`config.mk`:
```
export PLATFORM = sky130hd
export DESIGN_NAME = bru
export DESIGN_NICKNAME = d
export VERILOG_FILES = /design/src/hw/exu_pkg.sv /design/src/hw/bru.sv
export SDC_FILE = /design/constraint.sdc
export NUM_CORES = 1
export LEC_CHECK = 0
export BUFFER_PORTS_ARGS = -buffer_cell sky130_fd_sc_hd__buf_2
export CORE_MARGIN = 2
export CORE_UTILIZATION = 60
export DETAILED_ROUTE_END_ITERATION = 10
export PLACE_DENSITY = 0.9
export SYNTH_ARGS = -nofsm -noshare
export SYNTH_HDL_FRONTEND = slang
export SYNTH_SLANG_ARGS = --single-unit
```
`constraint.sdc`:
```
create_clock -name vclk -period 6.4
set_clock_uncertainty 0.15 [all_clocks]
set_input_delay 1.28 -clock vclk [all_inputs]
set_output_delay 1.28 -clock vclk [all_outputs]
set_load 0.02 [all_outputs]
```
`src/hw/exu_pkg.sv`:
```
package exu_pkg;

    parameter int XLEN          = 32; // Data path width.
    parameter int REG_ADDR_BITS = 5;
    parameter int ALU_OP_BITS   = 4;
    parameter int BR_OP_BITS    = 4;

    typedef enum logic [ALU_OP_BITS-1:0] {
        ALU_ADD  = 4'd0,
        ALU_SUB  = 4'd1,
        ALU_AND  = 4'd2,
        ALU_OR   = 4'd3,
        ALU_XOR  = 4'd4,
        ALU_SLL  = 4'd5,
        ALU_SRL  = 4'd6,
        ALU_SRA  = 4'd7,
        ALU_SLT  = 4'd8,
        ALU_SLTU = 4'd9,
        ALU_PASS = 4'd10 // Forwards src2, used for lui.
    } alu_op_e;

    typedef enum logic [BR_OP_BITS-1:0] {
        BR_NONE = 4'd0,
        BR_JAL  = 4'd1,
        BR_JALR = 4'd2,
        BR_BEQ  = 4'd3,
        BR_BNE  = 4'd4,
        BR_BLT  = 4'd5,
        BR_BGE  = 4'd6,
        BR_BLTU = 4'd7,
        BR_BGEU = 4'd8
    } branch_op_e;

endpackage
```
`src/hw/bru.sv`:
```
`timescale 1ns/1ps

module bru
    import exu_pkg::*;
(
    input  branch_op_e      op,
    input  logic [XLEN-1:0] pc,
    input  logic [XLEN-1:0] rs1,
    input  logic [XLEN-1:0] imm,
    input  logic            zero,
    input  logic            less,
    output logic [XLEN-1:0] jmp_pc
);

    logic [XLEN-1:0] seq_pc;
    logic [XLEN-1:0] rel_pc;
    logic [XLEN-1:0] ind_pc;
    logic            taken;

    assign seq_pc = pc + 32'd4;
    assign rel_pc = pc + imm;
    assign ind_pc = (rs1 + imm) & ~32'd1; // jalr drops bit 0.

    always_comb begin
        case (op)
            BR_BEQ:           taken = zero;
            BR_BNE:           taken = ~zero;
            BR_BLT, BR_BLTU:  taken = less;
            BR_BGE, BR_BGEU:  taken = ~less;
            default:          taken = 1'b0;
        endcase
    end

    always_comb begin
        case (op)
            BR_JAL:  jmp_pc = rel_pc;
            BR_JALR: jmp_pc = ind_pc;
            default: jmp_pc = taken ? rel_pc : seq_pc;
        endcase
    end

    // Holds only if the decoder supplies an even pc and even offsets.
    always_comb begin
        assert final (jmp_pc[0] !== 1'b1)
            else $error("bru next pc is odd");
    end

endmodule

```
==> metrics.yaml <==
hp-class: "primary input to primary output"
syn_avg_cell_area_sq_um: 6.63
rows: 32
ys_warn_count: 0
wire_per_inst_um: 18.4
cp_common_cell: "buf_2"
whs_endpoint: "jmp_pc[0]"
utilization_pct: 70.6
first_pass_iters: 6
grt_pass1_wl_um: 26400
grt_pass1_vias: 5813
nets: 975
final_cell_mix: "134 x buf_2, 66 x a21oi_1, 65 x nand2_1"
worstSetupPathType: "primary input to primary output"
outcome: "finished, final reports clean"
wl_met3_um: 1330
portBuffers: 134
cp_cell_sequence: "buf_2 -> ha_1 -> inv_1 -> fa_1 -> nand2b_1 -> a21o_1 -> a211oi_2 -> a21oi_2 -> o41a_1 -> o21ai_2 -> mux2i_1 -> or3_1 -> buf_2"
cp_data_required_time_ns: 4.97
die_y_um: 92.1
leakage_nw: 2.43
top_layer: "met4"
holdWs_ns: 2.77
grt_max_degree: 33
cp_slowest_stage_delay_ns: 0.50
total_power_mw: 0.581
io_pins: 134
wl_um: 16700
drv_cap: 0
final_common_cell: "buf_2"
ff_latch_area_sq_um: 0
cts_setup_buffers: 0
design.core.area_sq_um: 7610
placed_area_sq_um: 5370
seq_cell_count: 0
peakVddDrop_uv: 68.6
dp_cells: 909
post-synth-top-area-fraction_pct: 16.7
drtIter0Drc: 395
max_clock_freq_mhz: 182
place.gp.congestion: 1.01
antenna_found_initial: 0
stdcell_count: 909
syn-cell-area_sq_um: 4650
postCtsResizedCells: 0
wl_met2_um: 7990
dpl_worst_slack_ns: 0.916
stdcell_area_sq_um: 5370
syn_nets: 868
post-route-drc-count: 0
worstPathMaxFanout: 4
min_path_cells: 4
drt-met1-wl_um: 6730
vias: 6130
die_w_um: 92.1
arrival_ns: 4.08
hpwl_um: 13600
netlist-cell-type-count: 56
timing.final.ws_setup_ns: 0.895
grt_util_all_layers_pct: 37.3
path_buf_inv: 3
initial_utilization_pct: 61.2
overflow: 0
crit_family: "compound AO/OA/AOI/OAI gates"
tightest_slew_ns: 0.948
post-route-period-util_pct: 86.0
crit_path_start_kind: "primary input"
ctsHoldBuffers: 0
crit_slowest_cell: "o41a_1"
synth-seq-area-share_pct: 0
min_period_ns: 5.51
synth_area_leaders: "ha_1 17%, xnor2_1 7.7%, a21oi_1 7.1%"
area_growth_pct: 15.3
hold_violations: 0
num-clock-buffers: 0
min_from: "pc[0]"
power.density_nw_per_um2: 108
end_kind: "primary output"
drv_slew: 0
die_area_sq_um: 8480
drive_above_1_share_pct: 18.8
via_per_inst: 6.74
synth_cells: 702
route.antenna.remaining_nets: 0
finalSetupViolCount: 0
insertedDiodeCount: 0
synth_largest_area_cell: "ha_1"
rsz0062_at_grt: "false"
slew_headroom_pct: 36.7
finalSetupTns_ns: 0
-- cells in the mapped netlist, types with 12 or more instances --
cell type	instances
xor2_1	34
a21oi_1	66
o21ai_0	55
nand2_1	65
nand4_1	18
nand3_1	38
ha_1	62
clkbuf_1	33
xnor2_1	41
nor2_1	50
mux2i_1	12
a21o_1	25
inv_1	17
o221ai_1	15
nor3_1	15
o211ai_1	13
-- tightest hold or removal path, delay by kind of cell --
kind,cells,cell delay [ns]
and+or+nand+nor,2,0.11
buffers and inverters,2,0.26
-- report_power, final --
group          internal, mW  switching, mW  total (mW)
Combinational         0.229          0.352       0.581
Clock                     0              0           0
Sequential                0              0           0
-- per-layer routing --
| layer | vias to the layer above | global-route usage (%) |
|---|---|---|
| met5 | - | 0 |
| met4 | 0 | 12.9 |
| li1 | 2874 | - |
| met3 | 71 | 3.94 |
| met1 | 2850 | 45.2 |
| met2 | 335 | 67.8 |
-- how the worst max path moves through the flow --
stage	start	end	cells after the start
final	imm[0]	jmp_pc[28]	13
after detailed placement	imm[0]	jmp_pc[28]	13
after global placement	imm[0]	jmp_pc[28]	13
after CTS	imm[0]	jmp_pc[28]	13
after global routing	imm[0]	jmp_pc[28]	13
after floorplan	pc[0]	jmp_pc[26]	11
-- kinds of logic (layout without fill, tap and decap cells) --
group,after synthesis,count (layout),synth area share [%]
compound gates,251,251,35.0
simple gates,249,249,26.7
xor+xnor,75,75,14.1
fa+ha+maj,64,64,17.5
buf+inv,51,156,4.14
mux,12,12,2.58
-- final cells by class --
class / count / area (sq um)
multi-input combinational: 651 / 4470
fill: 683 / 2240
timing repair buffer: 139 / 708
inverter: 17 / 63.8
tap: 102 / 128
No activity file was read; power rests on OpenSTA's default activity.
