===== src/hw/exu_pkg.sv =====
package exu_pkg;

    parameter int XLEN          = 32; // Data path width.
    parameter int REG_ADDR_BITS = 5;
    parameter int ALU_OP_BITS   = 4;
    parameter int BR_OP_BITS    = 4;

    typedef enum logic [ALU_OP_BITS-1:0] {
        ALU_ADD  = 4'd0,
        ALU_SUB  = 4'd1,
        ALU_AND  = 4'd2,
        ALU_OR   = 4'd3,
        ALU_XOR  = 4'd4,
        ALU_SLL  = 4'd5,
        ALU_SRL  = 4'd6,
        ALU_SRA  = 4'd7,
        ALU_SLT  = 4'd8,
        ALU_SLTU = 4'd9,
        ALU_PASS = 4'd10 // Forwards src2, used for lui.
    } alu_op_e;

    typedef enum logic [BR_OP_BITS-1:0] {
        BR_NONE = 4'd0,
        BR_JAL  = 4'd1,
        BR_JALR = 4'd2,
        BR_BEQ  = 4'd3,
        BR_BNE  = 4'd4,
        BR_BLT  = 4'd5,
        BR_BGE  = 4'd6,
        BR_BLTU = 4'd7,
        BR_BGEU = 4'd8
    } branch_op_e;

endpackage

===== src/hw/alu.sv =====
`timescale 1ns/1ps

module alu
    import exu_pkg::*;
(
    input  logic [XLEN-1:0] src1,
    input  logic [XLEN-1:0] src2,
    input  alu_op_e         op,
    output logic [XLEN-1:0] result,
    output logic            zero,
    output logic            less
);

    logic [4:0] shamt;

    assign shamt = src2[4:0]; // Only the low five bits count for RV32 shifts.

    always_comb begin
        case (op)
            ALU_ADD:  result = src1 + src2;
            ALU_SUB:  result = src1 - src2;
            ALU_AND:  result = src1 & src2;
            ALU_OR:   result = src1 | src2;
            ALU_XOR:  result = src1 ^ src2;
            ALU_SLL:  result = src1 << shamt;
            ALU_SRL:  result = src1 >> shamt;
            ALU_SRA:  result = $unsigned($signed(src1) >>> shamt);
            ALU_SLT:  result = {{(XLEN-1){1'b0}}, $signed(src1) < $signed(src2)};
            ALU_SLTU: result = {{(XLEN-1){1'b0}}, src1 < src2};
            ALU_PASS: result = src2;
            default:  result = '0;
        endcase
    end

    assign zero = (result == '0);
    assign less = result[0]; // Valid only when op is a set-less-than.

endmodule


===== config.mk =====
export PLATFORM = sky130hd
export DESIGN_NAME = alu
export DESIGN_NICKNAME = d
export VERILOG_FILES = /design/src/hw/exu_pkg.sv /design/src/hw/alu.sv
export SDC_FILE = /design/constraint.sdc
export NUM_CORES = 1
export LEC_CHECK = 0
export ABC_AREA = 0
export BUFFER_PORTS_ARGS = -buffer_cell sky130_fd_sc_hd__buf_2
export CORE_UTILIZATION = 35
export DETAILED_ROUTE_END_ITERATION = 10
export GPL_TIMING_DRIVEN = 1
export PLACE_DENSITY_LB_ADDON = 0.05
export SYNTH_ARGS = -nofsm -noshare
export SYNTH_HDL_FRONTEND = slang
export SYNTH_SLANG_ARGS = --single-unit

===== constraint.sdc =====
create_clock -name vclk -period 10.1
set_clock_uncertainty 0.15 [all_clocks]
set_input_delay 2.02 -clock vclk [all_inputs]
set_output_delay 2.02 -clock vclk [all_outputs]
set_load 0.01 [all_outputs]

==> metrics.yaml <==
finish:
  insertedDiodeCount: 0
  syn2layout_area_growth_pct: 8.20
  post_route_cells_drive_above_1_share_pct: 16.7
  layout.filler_cells: 2984
  num-clock-buffers: 0
  area.sequential_um2: 0
  num-nets-final: 1586
  numSequentialCells: 0
outcome:
  status: "completed"
logic_synthesis:
  postSynthNetCount: 1561
  synth.top_cell.area_share_pct: 13.0
  most_numerous_cell_in_the_yosys_netlist: "sky130_fd_sc_hd__nand2_1"
  synth_cell_type_count: 87
  yosysWarningCount: 0
  netlist_area_um2: 9760
  synthXorXnorAreaFrac_pct: 1.62
  fraction_of_the_mapped_netlist_area_in_compound_gates_pct: 35.1
  synth-simple-area-share_pct: 22.7
  synth_sequential_area_ratio_pct: 0
  post_synth_most_frequent_cells: "sky130_fd_sc_hd__nand2_1 (128), sky130_fd_sc_hd__nor2_1 (126), sky130_fd_sc_hd__a21oi_1 (106)"
  yosysTopAreaCell: "sky130_fd_sc_hd__ha_1"
  postSynthAreaPerCell_um2: 7.02
  syn_inst: 1390
  arithmetic_cell_share_of_the_synthesized_area_counting_full_adders_half_adders_and_majority_gates_pct: 13.4
  synth_mux_area_share_pct: 19.1
  dominant_combinational_cell_family_by_area_after_synthesis: "compound AO/OA/AOI/OAI gates"
  netlist_top_cells_area: "sky130_fd_sc_hd__ha_1 (13%), sky130_fd_sc_hd__mux4_2 (12%), sky130_fd_sc_hd__a21oi_1 (5.4%), sky130_fd_sc_hd__nand2_1 (4.9%), sky130_fd_sc_hd__nor2_1 (4.8%)"
worst_hold_path:
  hp-class: "in -> out"
die:
  chipWidth_um: 169
  pin_count: 102
  rows: 60
  floorplan.initialDensity_pct: 35.9
  fp.dieArea_um2: 28500
  die-height_um: 169
  core_um2: 27200
sta:
  final_hold_viol_count: 0
  final.period_utilization_pct: 89.7
  min_period_ns: 9.06
  relSlewSlack_pct: 26.1
  timing_max_transition_violations_final: 0
  worst_slew_pin_slew_ns: 1.09
  grt_setup_unrepaired: "false"
  layout_setup_ws_ns: 1.04
  finalSetupViolCount: 0
  achievable-frequency_mhz: 110
  finalSetupTns_ns: 0
drt:
  postRouteAntennaNets: 0
  post_drt_via_cell_ratio: 6.87
  route.vias.total: 12269
  drt-wirelength-per-cell_um: 30.3
  post_route_drc_violation_count: 0
  detail_route.wirelength_mm: 54.0
  detailedRoute.firstIterationViolations: 1872
  dr.pass1.iters: 6
critical_path:
  crit_type: "in -> out"
  category_of_the_worst_setup_path_capture_point: "primary output"
  arrival_ns: 6.89
  worstPathRequired_ns: 7.93
  critical_path_peak_fanout: 42
  worst_setup_path_start_kind: "input pin"
power_and_ir_drop:
  ir_worst_vdd_mv: 0.0225
  power.leakage_nw: 4.40
  pwr_density_cell_nw_per_um2: 59.9
global_routing:
  grt_max_degree: 73
  grt_util_all_layers_pct: 36.8
  grt_pass1_vias: 11383
  grt-ovfl-total: 0
  antenna_found_initial: 1
  grt_first_pass_wirelength_mm: 78.2
place:
  portBuffers: 102
  final_gp_congestion: 1.05
  post-dp-hpwl_mm: 42.0
  detailedPlace.worstSlack_ns: 1.19
job:
  max_cap_viol_count: 0
clock_tree:
  cts_setup_buffers: 0
  postCtsHoldBufs: 0
  cts_repair_resize_count: 0
-- routing by layer --
| metal | up-vias | share of wire [%] | GRT usage [%] |
|---|---|---|---|
| li1 | 5366 | - | - |
| met1 | 6112 | 44 | 52.4 |
| met2 | 686 | 44 | 57.6 |
| met3 | 105 | 8.3 | 4.44 |
| met4 | 0 | 3.5 | 10.6 |
| met5 | - | 0 | 0 |
-- cell type report --
cell class	count	area [um^2]	share of cell area, %
multi-input combinational	1185	9000	85.3
inverter	98	368	3.49
tap	372	465	4.41
timing repair buffer	130	723	6.85
-- power by group --
part           leakage [nW]  internal [mW]  switching, mW
clock network             0              0              0
registers                 0              0              0
logic                  4.40          0.217          0.416
-- cells by family (layout without fill, tap and decap cells) --
group | after synthesis | count (layout)
multiplexers | 120 | 120
adder cells (fa/ha/maj) | 103 | 103
AND/OR/NAND/NOR | 453 | 453
buffers and inverters | 205 | 228
AO/OA/AOI/OAI | 491 | 491
XOR/XNOR | 18 | 18
-- stage by stage --
stage	hold WS (ns)	utilization (%)	power (mW)	cell area (um^2)	instances
after global routing	4.46	38.8	0.667	10600	1785
after detailed placement	4.44	38.8	0.610	10600	1785
after CTS	4.44	38.8	0.613	10600	1785
after floorplan	4.10	-	0.390	9760	1390
after global placement	4.44	38.8	0.614	10600	1785
final	4.46	38.8	0.633	10600	1785
-- layout by cell type, fill, tap and decap left out, types with 17 or more instances in the layout --
cell type / count
sky130_fd_sc_hd__a21oi_1: 106
sky130_fd_sc_hd__ha_1: 101
sky130_fd_sc_hd__mux2_2: 26
sky130_fd_sc_hd__buf_2: 101
sky130_fd_sc_hd__nor2_1: 126
sky130_fd_sc_hd__o21ai_0: 75
sky130_fd_sc_hd__mux4_2: 50
sky130_fd_sc_hd__buf_4: 29
sky130_fd_sc_hd__o211ai_1: 38
sky130_fd_sc_hd__nand3_1: 31
sky130_fd_sc_hd__mux2i_1: 44
sky130_fd_sc_hd__nand2b_1: 17
sky130_fd_sc_hd__a211oi_1: 34
sky130_fd_sc_hd__nand2_1: 128
sky130_fd_sc_hd__nor3_1: 39
sky130_fd_sc_hd__a31oi_1: 23
sky130_fd_sc_hd__inv_1: 96
-- critical path, cell delays in order --
cell	delay [ns]
sky130_fd_sc_hd__buf_4	0.54
sky130_fd_sc_hd__buf_4	0.61
sky130_fd_sc_hd__mux2i_1	0.41
sky130_fd_sc_hd__mux2i_1	0.40
sky130_fd_sc_hd__a31o_2	0.40
sky130_fd_sc_hd__a21oi_1	0.26
sky130_fd_sc_hd__nor3b_1	0.30
sky130_fd_sc_hd__o2111ai_1	0.20
sky130_fd_sc_hd__nor4b_1	0.69
sky130_fd_sc_hd__nor4b_1	0.31
sky130_fd_sc_hd__and4_1	0.28
sky130_fd_sc_hd__nand4b_1	0.14
sky130_fd_sc_hd__nor2_1	0.14
sky130_fd_sc_hd__buf_2	0.14
-- path summary, 6_finish.rpt --
check	start	endpoint	slack, ns	depth (start not counted)
max	src2[0]	zero	1.04	14
min	src2[14]	result[14]	4.46	4
Note: power is estimated with default switching activity, not from simulation.
