--- config.mk ---
export PLATFORM = sky130hd
export DESIGN_NAME = lsu_flat
export DESIGN_NICKNAME = d
export VERILOG_FILES = /design/src/hw/mem_pkg.sv /design/src/hw/mem_if.sv /design/src/hw/lsu.sv /design/src/flat_wrapper.sv
export SDC_FILE = /design/constraint.sdc
export NUM_CORES = 1
export LEC_CHECK = 0
export BUFFER_PORTS_ARGS = -buffer_cell sky130_fd_sc_hd__buf_4
export CAP_MARGIN = 20
export CORE_AREA = 2 2 71 73
export DETAILED_ROUTE_END_ITERATION = 10
export DIE_AREA = 0 0 73 75
export PLACE_DENSITY = 0.83
export REMOVE_ABC_BUFFERS = 1
export SYNTH_ARGS = -nofsm -noshare
export SYNTH_HDL_FRONTEND = slang
export SYNTH_SLANG_ARGS = --single-unit
--- constraint.sdc ---
create_clock -name vclk -period 2.8
set_input_delay 0.42 -clock vclk [all_inputs]
set_output_delay 0.42 -clock vclk [all_outputs]
set_load 0.1 [all_outputs]
--- src/hw/mem_pkg.sv ---
package mem_pkg;

    parameter int BYTE_LANES    = 4; // One mask bit per byte of a word.
    parameter int MEM_SIZE_BITS = 2;
    parameter int LOAD_EXT_BITS = 2;

    typedef enum logic [MEM_SIZE_BITS-1:0] {
        MEM_BYTE = 2'd0,
        MEM_HALF = 2'd1,
        MEM_WORD = 2'd2
    } mem_size_e;

    // Extension none returns the whole word untouched.
    typedef enum logic [LOAD_EXT_BITS-1:0] {
        EXT_NONE = 2'd0,
        EXT_SIGN = 2'd1,
        EXT_ZERO = 2'd2
    } load_ext_e;

endpackage

--- src/hw/mem_if.sv ---
`timescale 1ns/1ps

interface mem_if
    import mem_pkg::*;
#(
    parameter int MEM_ADDR_BITS = 8
) ();

    logic                     wen;
    logic [MEM_ADDR_BITS-1:0] addr;  // Word index, not a byte address.
    logic [31:0]              wdata;
    logic [BYTE_LANES-1:0]    wmask;
    logic [31:0]              rdata; // Combinational in addr.

    modport lsu_mp (
        output wen, addr, wdata, wmask,
        input  rdata
    );

    modport mem_mp (
        input  wen, addr, wdata, wmask,
        output rdata
    );

endinterface

--- src/hw/lsu.sv ---
`timescale 1ns/1ps

module lsu
    import mem_pkg::*;
#(
    parameter int MEM_ADDR_BITS = 8
) (
    input  logic        ren,
    input  logic        wen,
    input  logic [31:0] addr,
    input  logic [31:0] wdata,
    input  mem_size_e   wsize,
    input  mem_size_e   rsize,
    input  load_ext_e   rext,
    input  logic        block,
    mem_if.lsu_mp       mem,
    output logic [31:0] load_data
);

    logic [1:0]  offset;
    logic [7:0]  rd_byte;
    logic [15:0] rd_half;
    logic [31:0] ext_data;

    function automatic logic misaligned(input mem_size_e size, input logic [1:0] off);
        return (size == MEM_HALF && off[0]) || (size == MEM_WORD && off != 2'b00);
    endfunction

    assign offset = addr[1:0];

    always_comb begin
        case (wsize)
            MEM_BYTE: mem.wmask = 4'b0001 << offset;
            MEM_HALF: mem.wmask = 4'b0011 << offset;
            default:  mem.wmask = 4'b1111;
        endcase
    end

    // Replicate the store data so every enabled lane sees the right bytes.
    always_comb begin
        case (wsize)
            MEM_BYTE: mem.wdata = {4{wdata[7:0]}};
            MEM_HALF: mem.wdata = {2{wdata[15:0]}};
            default:  mem.wdata = wdata;
        endcase
    end

    assign mem.wen  = wen & ~block;
    assign mem.addr = addr[MEM_ADDR_BITS+1:2];

    assign rd_byte = mem.rdata[{offset, 3'b000} +: 8];
    assign rd_half = offset[1] ? mem.rdata[31:16] : mem.rdata[15:0];

    always_comb begin
        ext_data = mem.rdata;
        if (rext == EXT_SIGN && rsize == MEM_BYTE) ext_data = {{24{rd_byte[7]}}, rd_byte};
        if (rext == EXT_SIGN && rsize == MEM_HALF) ext_data = {{16{rd_half[15]}}, rd_half};
        if (rext == EXT_ZERO && rsize == MEM_BYTE) ext_data = {24'h0, rd_byte};
        if (rext == EXT_ZERO && rsize == MEM_HALF) ext_data = {16'h0, rd_half};
    end

    assign load_data = ren ? ext_data : 32'h0;

    always_comb begin
        if (wen) assert final (!misaligned(wsize, offset)) else $error("misaligned store");
        if (ren) assert final (!misaligned(rsize, offset)) else $error("misaligned load");
    end

endmodule

--- src/flat_wrapper.sv ---
// flat-port wrapper written by rule: the top's interface ports become plain ports
module lsu_flat import mem_pkg::*;
#(
    parameter int MEM_ADDR_BITS = 8
)
  (ren, wen, addr, wdata, wsize, rsize, rext, block, load_data, mem_wen, mem_addr, mem_wdata, mem_wmask, mem_rdata);
  mem_if #(.MEM_ADDR_BITS(MEM_ADDR_BITS)) mem_i ();
  input  logic ren;
  input  logic wen;
  input  logic [31:0] addr;
  input  logic [31:0] wdata;
  input  mem_size_e wsize;
  input  mem_size_e rsize;
  input  load_ext_e rext;
  input  logic block;
  output logic [31:0] load_data;
  output wire logic [$bits(mem_i.wen)-1:0] mem_wen;
  output wire logic [$bits(mem_i.addr)-1:0] mem_addr;
  output wire logic [$bits(mem_i.wdata)-1:0] mem_wdata;
  output wire logic [$bits(mem_i.wmask)-1:0] mem_wmask;
  input wire logic [$bits(mem_i.rdata)-1:0] mem_rdata;
  assign mem_wen = mem_i.wen;
  assign mem_addr = mem_i.addr;
  assign mem_wdata = mem_i.wdata;
  assign mem_wmask = mem_i.wmask;
  assign mem_i.rdata = mem_rdata;
  lsu #(.MEM_ADDR_BITS(MEM_ADDR_BITS)) u_core (.ren(ren), .wen(wen), .addr(addr), .wdata(wdata), .wsize(wsize), .rsize(rsize), .rext(rext), .block(block), .mem(mem_i), .load_data(load_data));
endmodule
==> results.toml, run 1 <==
[die]
die_x_um = 73
die_area_mm2 = 0.00548
io_pins = 182
start_util = 0.325
die_h_um = 75
core_area_mm2 = 0.00466
placementRows = 25

[setup_path]
crit_required_ns = 2.38
path_max_fanout = 7
cp-end-kind = "primary output"
critPathLaunchType = "primary input"
arrival_ns = 2.25
path_class = "primary input to primary output"

[timing]
max_freq_ghz = 0.375
fin_hold_ws_ns = 0.841
setup_tns_ns = 0
rsz0062_at_grt = "no"
tightestPinTransition_ns = 0.407
slew_headroom = 0.727
layout_setup_ws_ns = 0.133
slew_violations = 0
hold_viol = 0
setup-violations-final = 0
period_share = 0.953
period_needed_ns = 2.67

[place]
pre_cts_ws_ns = 0.156
portBuffers = 144
placed_cell_area_mm2 = 0.00254
post-place-cells = 410
place_congestion = 0.880
hpwl_um = 5020

[grt]
grt_usage = 0.216
grt_antenna_before_repair = 0
grt_max_degree = 35
grt_overflow = 0
grt_first_pass_wirelength_um = 9660
grt_pass1_vias = 2102

[final_layout]
final_common_cell = "buf_4"
layout-drive-gt1-share = 0.511
seq_area_um2 = 0
syn2layout_area_growth_pct = 67.7
multi_input_area_mm2 = 0.00126
seq_cells = 0
layout_common_cells = "buf_4, nand2_1, o21ai_0"
fin_area_mm2 = 0.00254
final_core_util = 0.545
nNetsFinal = 463
final_cell_count_no_fill = 410
nClkBuffers = 0
diodes = 0
fillers = 463

[cts]
post-cts-setup-buffers = 0
cts_resized = 0
cts_hold_buf = 0

[routing]
viasPerCell = 5.55
routed_wl_um = 6450
detail-route-antenna-nets = 0
via_count = 2277
routedWlPerCell_um = 15.7
drc = 0
dr.pass1.iters = 4
first_iter_violations = 208

[pwr]
ir_drop_mv = 0.219
power.density_mw_per_mm2 = 381
power_uw = 966
p_leak_nw = 1.28

[synthesis]
syn_inst = 240
seq_area_frac_synth = 0
yosysUniqueCellTypes = 31
syn_area_mm2 = 0.00151
avgSynthCellArea_um2 = 6.31
synth_warnings = 0

[min_path]
hold_path_class = "primary input to primary output"

[status]
status = "complete, no violations"

[flow_run]
maxCapViolations = 0
## power by group
group / internal (mW) / switching (mW) / total, mW
Combinational: 0.252 / 0.714 / 0.966
Sequential: 0 / 0 / 0
Clock: 0 / 0 / 0
## routing by layer
layer / up-vias / part of all wire / global-route usage
met1: 1004 / 0.37 / 0.252
met5: - / 0 / 0
li1: 1104 / - / -
met2: 165 / 0.49 / 0.384
met3: 4 / 0.15 / 0.0763
met4: 0 / 0.0033 / 0.0370
## synthesized netlist by cell type
cell type	count	share of area
inv_1	9	0.022
buf_4	16	0.079
a211o_1	2	0.012
o21bai_1	3	0.015
o32a_1	1	0.0066
a32oi_1	6	0.035
clkbuf_1	23	0.057
nor4_1	8	0.033
o21ai_0	29	0.096
o31a_1	1	0.0058
nand3_1	6	0.020
mux4_2	1	0.015
nand2b_1	2	0.0083
xnor2_1	1	0.0058
or3b_1	1	0.0058
a22oi_1	1	0.0050
nor2_1	17	0.042
nand2_1	33	0.082
mux2i_1	11	0.073
buf_1	1	0.0025
nor2b_1	4	0.017
or3b_2	2	0.012
o2111a_1	7	0.052
o21ai_1	2	0.0066
o211ai_1	1	0.0050
a21oi_1	18	0.060
mux2_2	22	0.16
buf_6	1	0.0074
a221o_1	6	0.040
a211oi_1	1	0.0050
nor3_1	4	0.013
## path summary, 6_finish.rpt
| path | from | end | slack [ns] | cells past startpoint |
|---|---|---|---|---|
| max | mem_rdata[31] | load_data[10] | 0.13 | 6 |
| min | addr[3] | mem_addr[1] | 0.84 | 0 |
## critical path, stage by stage
cell and delay (ns):
buf_4 0.12, mux4_2 0.48, or3b_1 0.38, a211o_1 0.41
o2111a_1 0.19, buf_4 0.24
## cell families (layout without fill, tap and decap cells)
family,after synthesis,after routing,share of synthesized area
and+or+nand+nor,77,77,0.232
buffers and inverters,50,166,0.169
muxes,34,34,0.251
AOI/OAI and AO/OA,78,78,0.342
xor gates and xnor gates,1,1,0.00579
## area by class of cell
cell class,count,share of cell area
Timing Repair Buffer,157,0.464
Inverter,9,0.0133
Tap cell,54,0.0266
Multi-Input combinational cell,190,0.496
No activity file was read; power rests on OpenSTA's default activity.
==> inputs of run 2 (changes only) <==
--- a/config.mk
+++ b/config.mk
@@ -10,7 +10,7 @@
 export CORE_AREA = 2 2 71 73
 export DETAILED_ROUTE_END_ITERATION = 10
 export DIE_AREA = 0 0 73 75
-export PLACE_DENSITY = 0.83
+export PLACE_DENSITY = 0.86
 export REMOVE_ABC_BUFFERS = 1
 export SYNTH_ARGS = -nofsm -noshare
 export SYNTH_HDL_FRONTEND = slang
==> results.toml, run 2 (synthesis gave the netlist of run 1 again) <==
[status]
status = "complete, no violations"

[setup_path]
path_class = "primary input to primary output"
path_max_fanout = 7
cp-end-kind = "primary output"
path_delay_family = "compound AO/OA/AOI/OAI gates"
cpPeakStageDelay_ns = 0.50
cp_num_buf_inv = 2
arrival_ns = 2.24
critPathLaunchType = "primary input"
path_cells = "buf_4 > mux4_2 > or3b_1 > a211o_1 > o2111a_1 > buf_4"
crit_required_ns = 2.38
critPathSlowestCell = "mux4_2"
crit_top_cell = "buf_4"

[timing]
setup-violations-final = 0
max_freq_ghz = 0.376
period_needed_ns = 2.66
slew_headroom = 0.548
rsz0062_at_grt = "no"
tightestPinTransition_ns = 0.673
layout_setup_ws_ns = 0.138
slew_violations = 0
hold_viol = 0
period_share = 0.951

[final_layout]
layout-drive-gt1-share = 0.511
seq_cells = 0
syn2layout_area_growth_pct = 67.7
multi_input_area_mm2 = 0.00126
seq_area_um2 = 0
layout_common_cells = "buf_4, nand2_1, o21ai_0"
diodes = 0
nClkBuffers = 0
final_cell_count_no_fill = 410
nNetsFinal = 463
final_common_cell = "buf_4"
fillers = 434

[routing]
dr.pass1.iters = 4
drc = 0
routed_wl_um = 6450
first_iter_violations = 234
viasPerCell = 5.49
via_count = 2249
detail-route-antenna-nets = 0
routedWlPerCell_um = 15.7

[die]
start_util = 0.325
die_h_um = 75
io_pins = 182
placementRows = 25
die_x_um = 73
die_area_mm2 = 0.00548
core_area_mm2 = 0.00466

[place]
hpwl_um = 5080
post-place-cells = 410
portBuffers = 144
place_congestion = 0.877
pre_cts_ws_ns = 0.151

[grt]
grt_max_degree = 35
grt_antenna_before_repair = 0
grt_usage = 0.209
grt_pass1_vias = 1901
grt_overflow = 0
grt_first_pass_wirelength_um = 9290

[flow_run]
maxCapViolations = 0

[min_path]
hold_path_class = "primary input to primary output"

[cts]
cts_hold_buf = 0
cts_resized = 0
post-cts-setup-buffers = 0

[pwr]
power_uw = 964
ir_drop_mv = 0.260
power.density_mw_per_mm2 = 380
p_leak_nw = 1.28
-- run 2: cell counts in the layout (fill, tap and decap cells not counted) --
Identical to the previous run, type by type.
-- run 2: path summary, 6_finish.rpt --
check  slack [ns]    start  depth (start not counted)       endpoint
max          0.14  addr[0]                          6  load_data[13]
min          0.84  addr[6]                          0    mem_addr[4]
-- run 2: layout make-up --
cell class | instances | share of cell area
Multi-Input combinational cell | 190 | 0.496
Timing Repair Buffer | 157 | 0.464
Tap cell | 54 | 0.0266
Inverter | 9 | 0.0133
-- run 2: through the flow --
stage               setup TNS [ns]  area (um2)  hold slack [ns]   util
floorplan                   -16.43        1290            0.840      -
global placement                 0        2540            0.841  0.545
detailed placement               0        2540            0.841  0.545
CTS                              0        2540            0.841  0.545
global route                     0        2540            0.841  0.545
finish                           0        2540            0.840  0.545
-- run 2: per-layer routing --
layer,GRT usage,wire (um),vias up,share of wire
met4,0.00823,27,0,0.0042
met5,0,0,-,0
li1,-,-,1099,-
met2,0.376,3040,152,0.47
met3,0.0656,872,2,0.14
met1,0.256,2500,996,0.39
-- run 2: where the power goes --
group / internal [mW] / switching, mW
sequential: 0 / 0
combinational: 0.250 / 0.714
clock: 0 / 0
==> inputs of run 3 (changes only) <==
--- a/config.mk
+++ b/config.mk
@@ -5,11 +5,12 @@
 export SDC_FILE = /design/constraint.sdc
 export NUM_CORES = 1
 export LEC_CHECK = 0
-export BUFFER_PORTS_ARGS = -buffer_cell sky130_fd_sc_hd__buf_4
+export BUFFER_PORTS_ARGS = -buffer_cell sky130_fd_sc_hd__buf_2
 export CAP_MARGIN = 20
 export CORE_AREA = 2 2 71 73
 export DETAILED_ROUTE_END_ITERATION = 10
 export DIE_AREA = 0 0 73 75
+export GPL_TIMING_DRIVEN = 0
 export PLACE_DENSITY = 0.86
 export REMOVE_ABC_BUFFERS = 1
 export SYNTH_ARGS = -nofsm -noshare
==> results.toml, run 3 (synthesis gave the netlist of run 1 again) <==
[routing]
dr.pass1.iters = 4
first_iter_violations = 186
routedWlPerCell_um = 16.2
detail-route-antenna-nets = 0
viasPerCell = 5.71
via_count = 2277
drc = 0
routed_wl_um = 6450

[die]
placementRows = 25
die_area_mm2 = 0.00548
io_pins = 182
start_util = 0.325
die_h_um = 75
core_area_mm2 = 0.00466
die_x_um = 73

[pwr]
p_leak_nw = 1.14
p_sw_uw = 711
pwr-share-clk = 0
power.density_mw_per_mm2 = 410
p_int_uw = 180
seq_power_share = 0
swShare = 0.798
ir_drop_mv = 0.226
combPwrFrac = 1.000
power_uw = 891

[final_layout]
nClkBuffers = 0
final_common_cell = "buf_2"
layout-drive-gt1-share = 0.504
seq_cells = 0
nNetsFinal = 452
layout_common_cells = "buf_2, nand2_1, o21ai_0"
syn2layout_area_growth_pct = 43.5
seq_area_um2 = 0
diodes = 0
fillers = 476

[timing]
tightestPinTransition_ns = 0.639
slew_violations = 0
setup_tns_ns = 0
hold_viol = 0
setup-violations-final = 0
period_needed_ns = 2.76
period_share = 0.986
max_freq_ghz = 0.362
slew_headroom = 0.572

[grt]
grt_max_degree = 36
grt_usage = 0.211
grt_first_pass_wirelength_um = 9360
grt_pass1_vias = 2051
grt_antenna_before_repair = 0
grt_overflow = 0

[cts]
post-cts-setup-buffers = 0
cts_hold_buf = 0
cts_resized = 9

[setup_path]
arrival_ns = 2.34
path_class = "primary input to primary output"
critPathLaunchType = "primary input"
cp-end-kind = "primary output"
path_max_fanout = 16
crit_required_ns = 2.38

[min_path]
hold_path_class = "primary input to primary output"

[place]
hpwl_um = 4860
portBuffers = 144
place_congestion = 0.814

[status]
status = "complete, no violations"

[flow_run]
maxCapViolations = 0
==> run 3: worst paths after layout <==
check / start / endpoint / slack, ns / cells after the start
worst min-delay path: addr[6] / mem_addr[4] / 0.84 / 0
worst max-delay path: addr[0] / load_data[14] / 0.04 / 6
==> run 3: layout make-up <==
type,count,area [um2],area share
Tap cell,54,67.6,0.0311
Inverter,9,33.8,0.0156
Multi-Input combinational cell,190,1280,0.589
Timing Repair Buffer,146,791,0.364
==> run 3: power groups by stage <==
stage | logic, mW | clock network [mW] | registers, mW
4_1_cts | 0.883 | 0 | 0
5_1_grt | 0.925 | 0 | 0
3_5_place_dp | 0.875 | 0 | 0
6_report | 0.891 | 0 | 0
2_1_floorplan | 0.636 | 0 | 0
3_3_place_gp | 0.864 | 0 | 0
==> run 3: worst max-delay path: stages <==
cell	delay [ns]
buf_6	0.17
mux4_2	0.53
or3b_1	0.41
a211o_4	0.40
o2111a_1	0.14
clkbuf_4	0.27
==> run 3: layer usage <==
layer  up-vias  wire length (um)  track usage
li1       1081                 -            -
met1      1012              2440        0.247
met2       178              3130        0.390
met3         6               841       0.0562
met4         0                48       0.0391
met5         -                 0            0
==> run 3: per-stage QoR <==
stage / hold WS, ns / cell area (um2) / cells / worst slack [ns] / util
3_3_place_gp: 0.841 / 2080 / 397 / -0.346 / 0.446
4_1_cts: 0.841 / 2130 / 399 / 0.00159 / 0.457
3_5_place_dp: 0.841 / 2100 / 399 / -0.245 / 0.451
2_1_floorplan: 0.840 / 1290 / 199 / -1.29 / -
5_1_grt: 0.841 / 2170 / 399 / -0.0119 / 0.466
6_report: 0.840 / 2170 / 399 / 0.0388 / 0.466
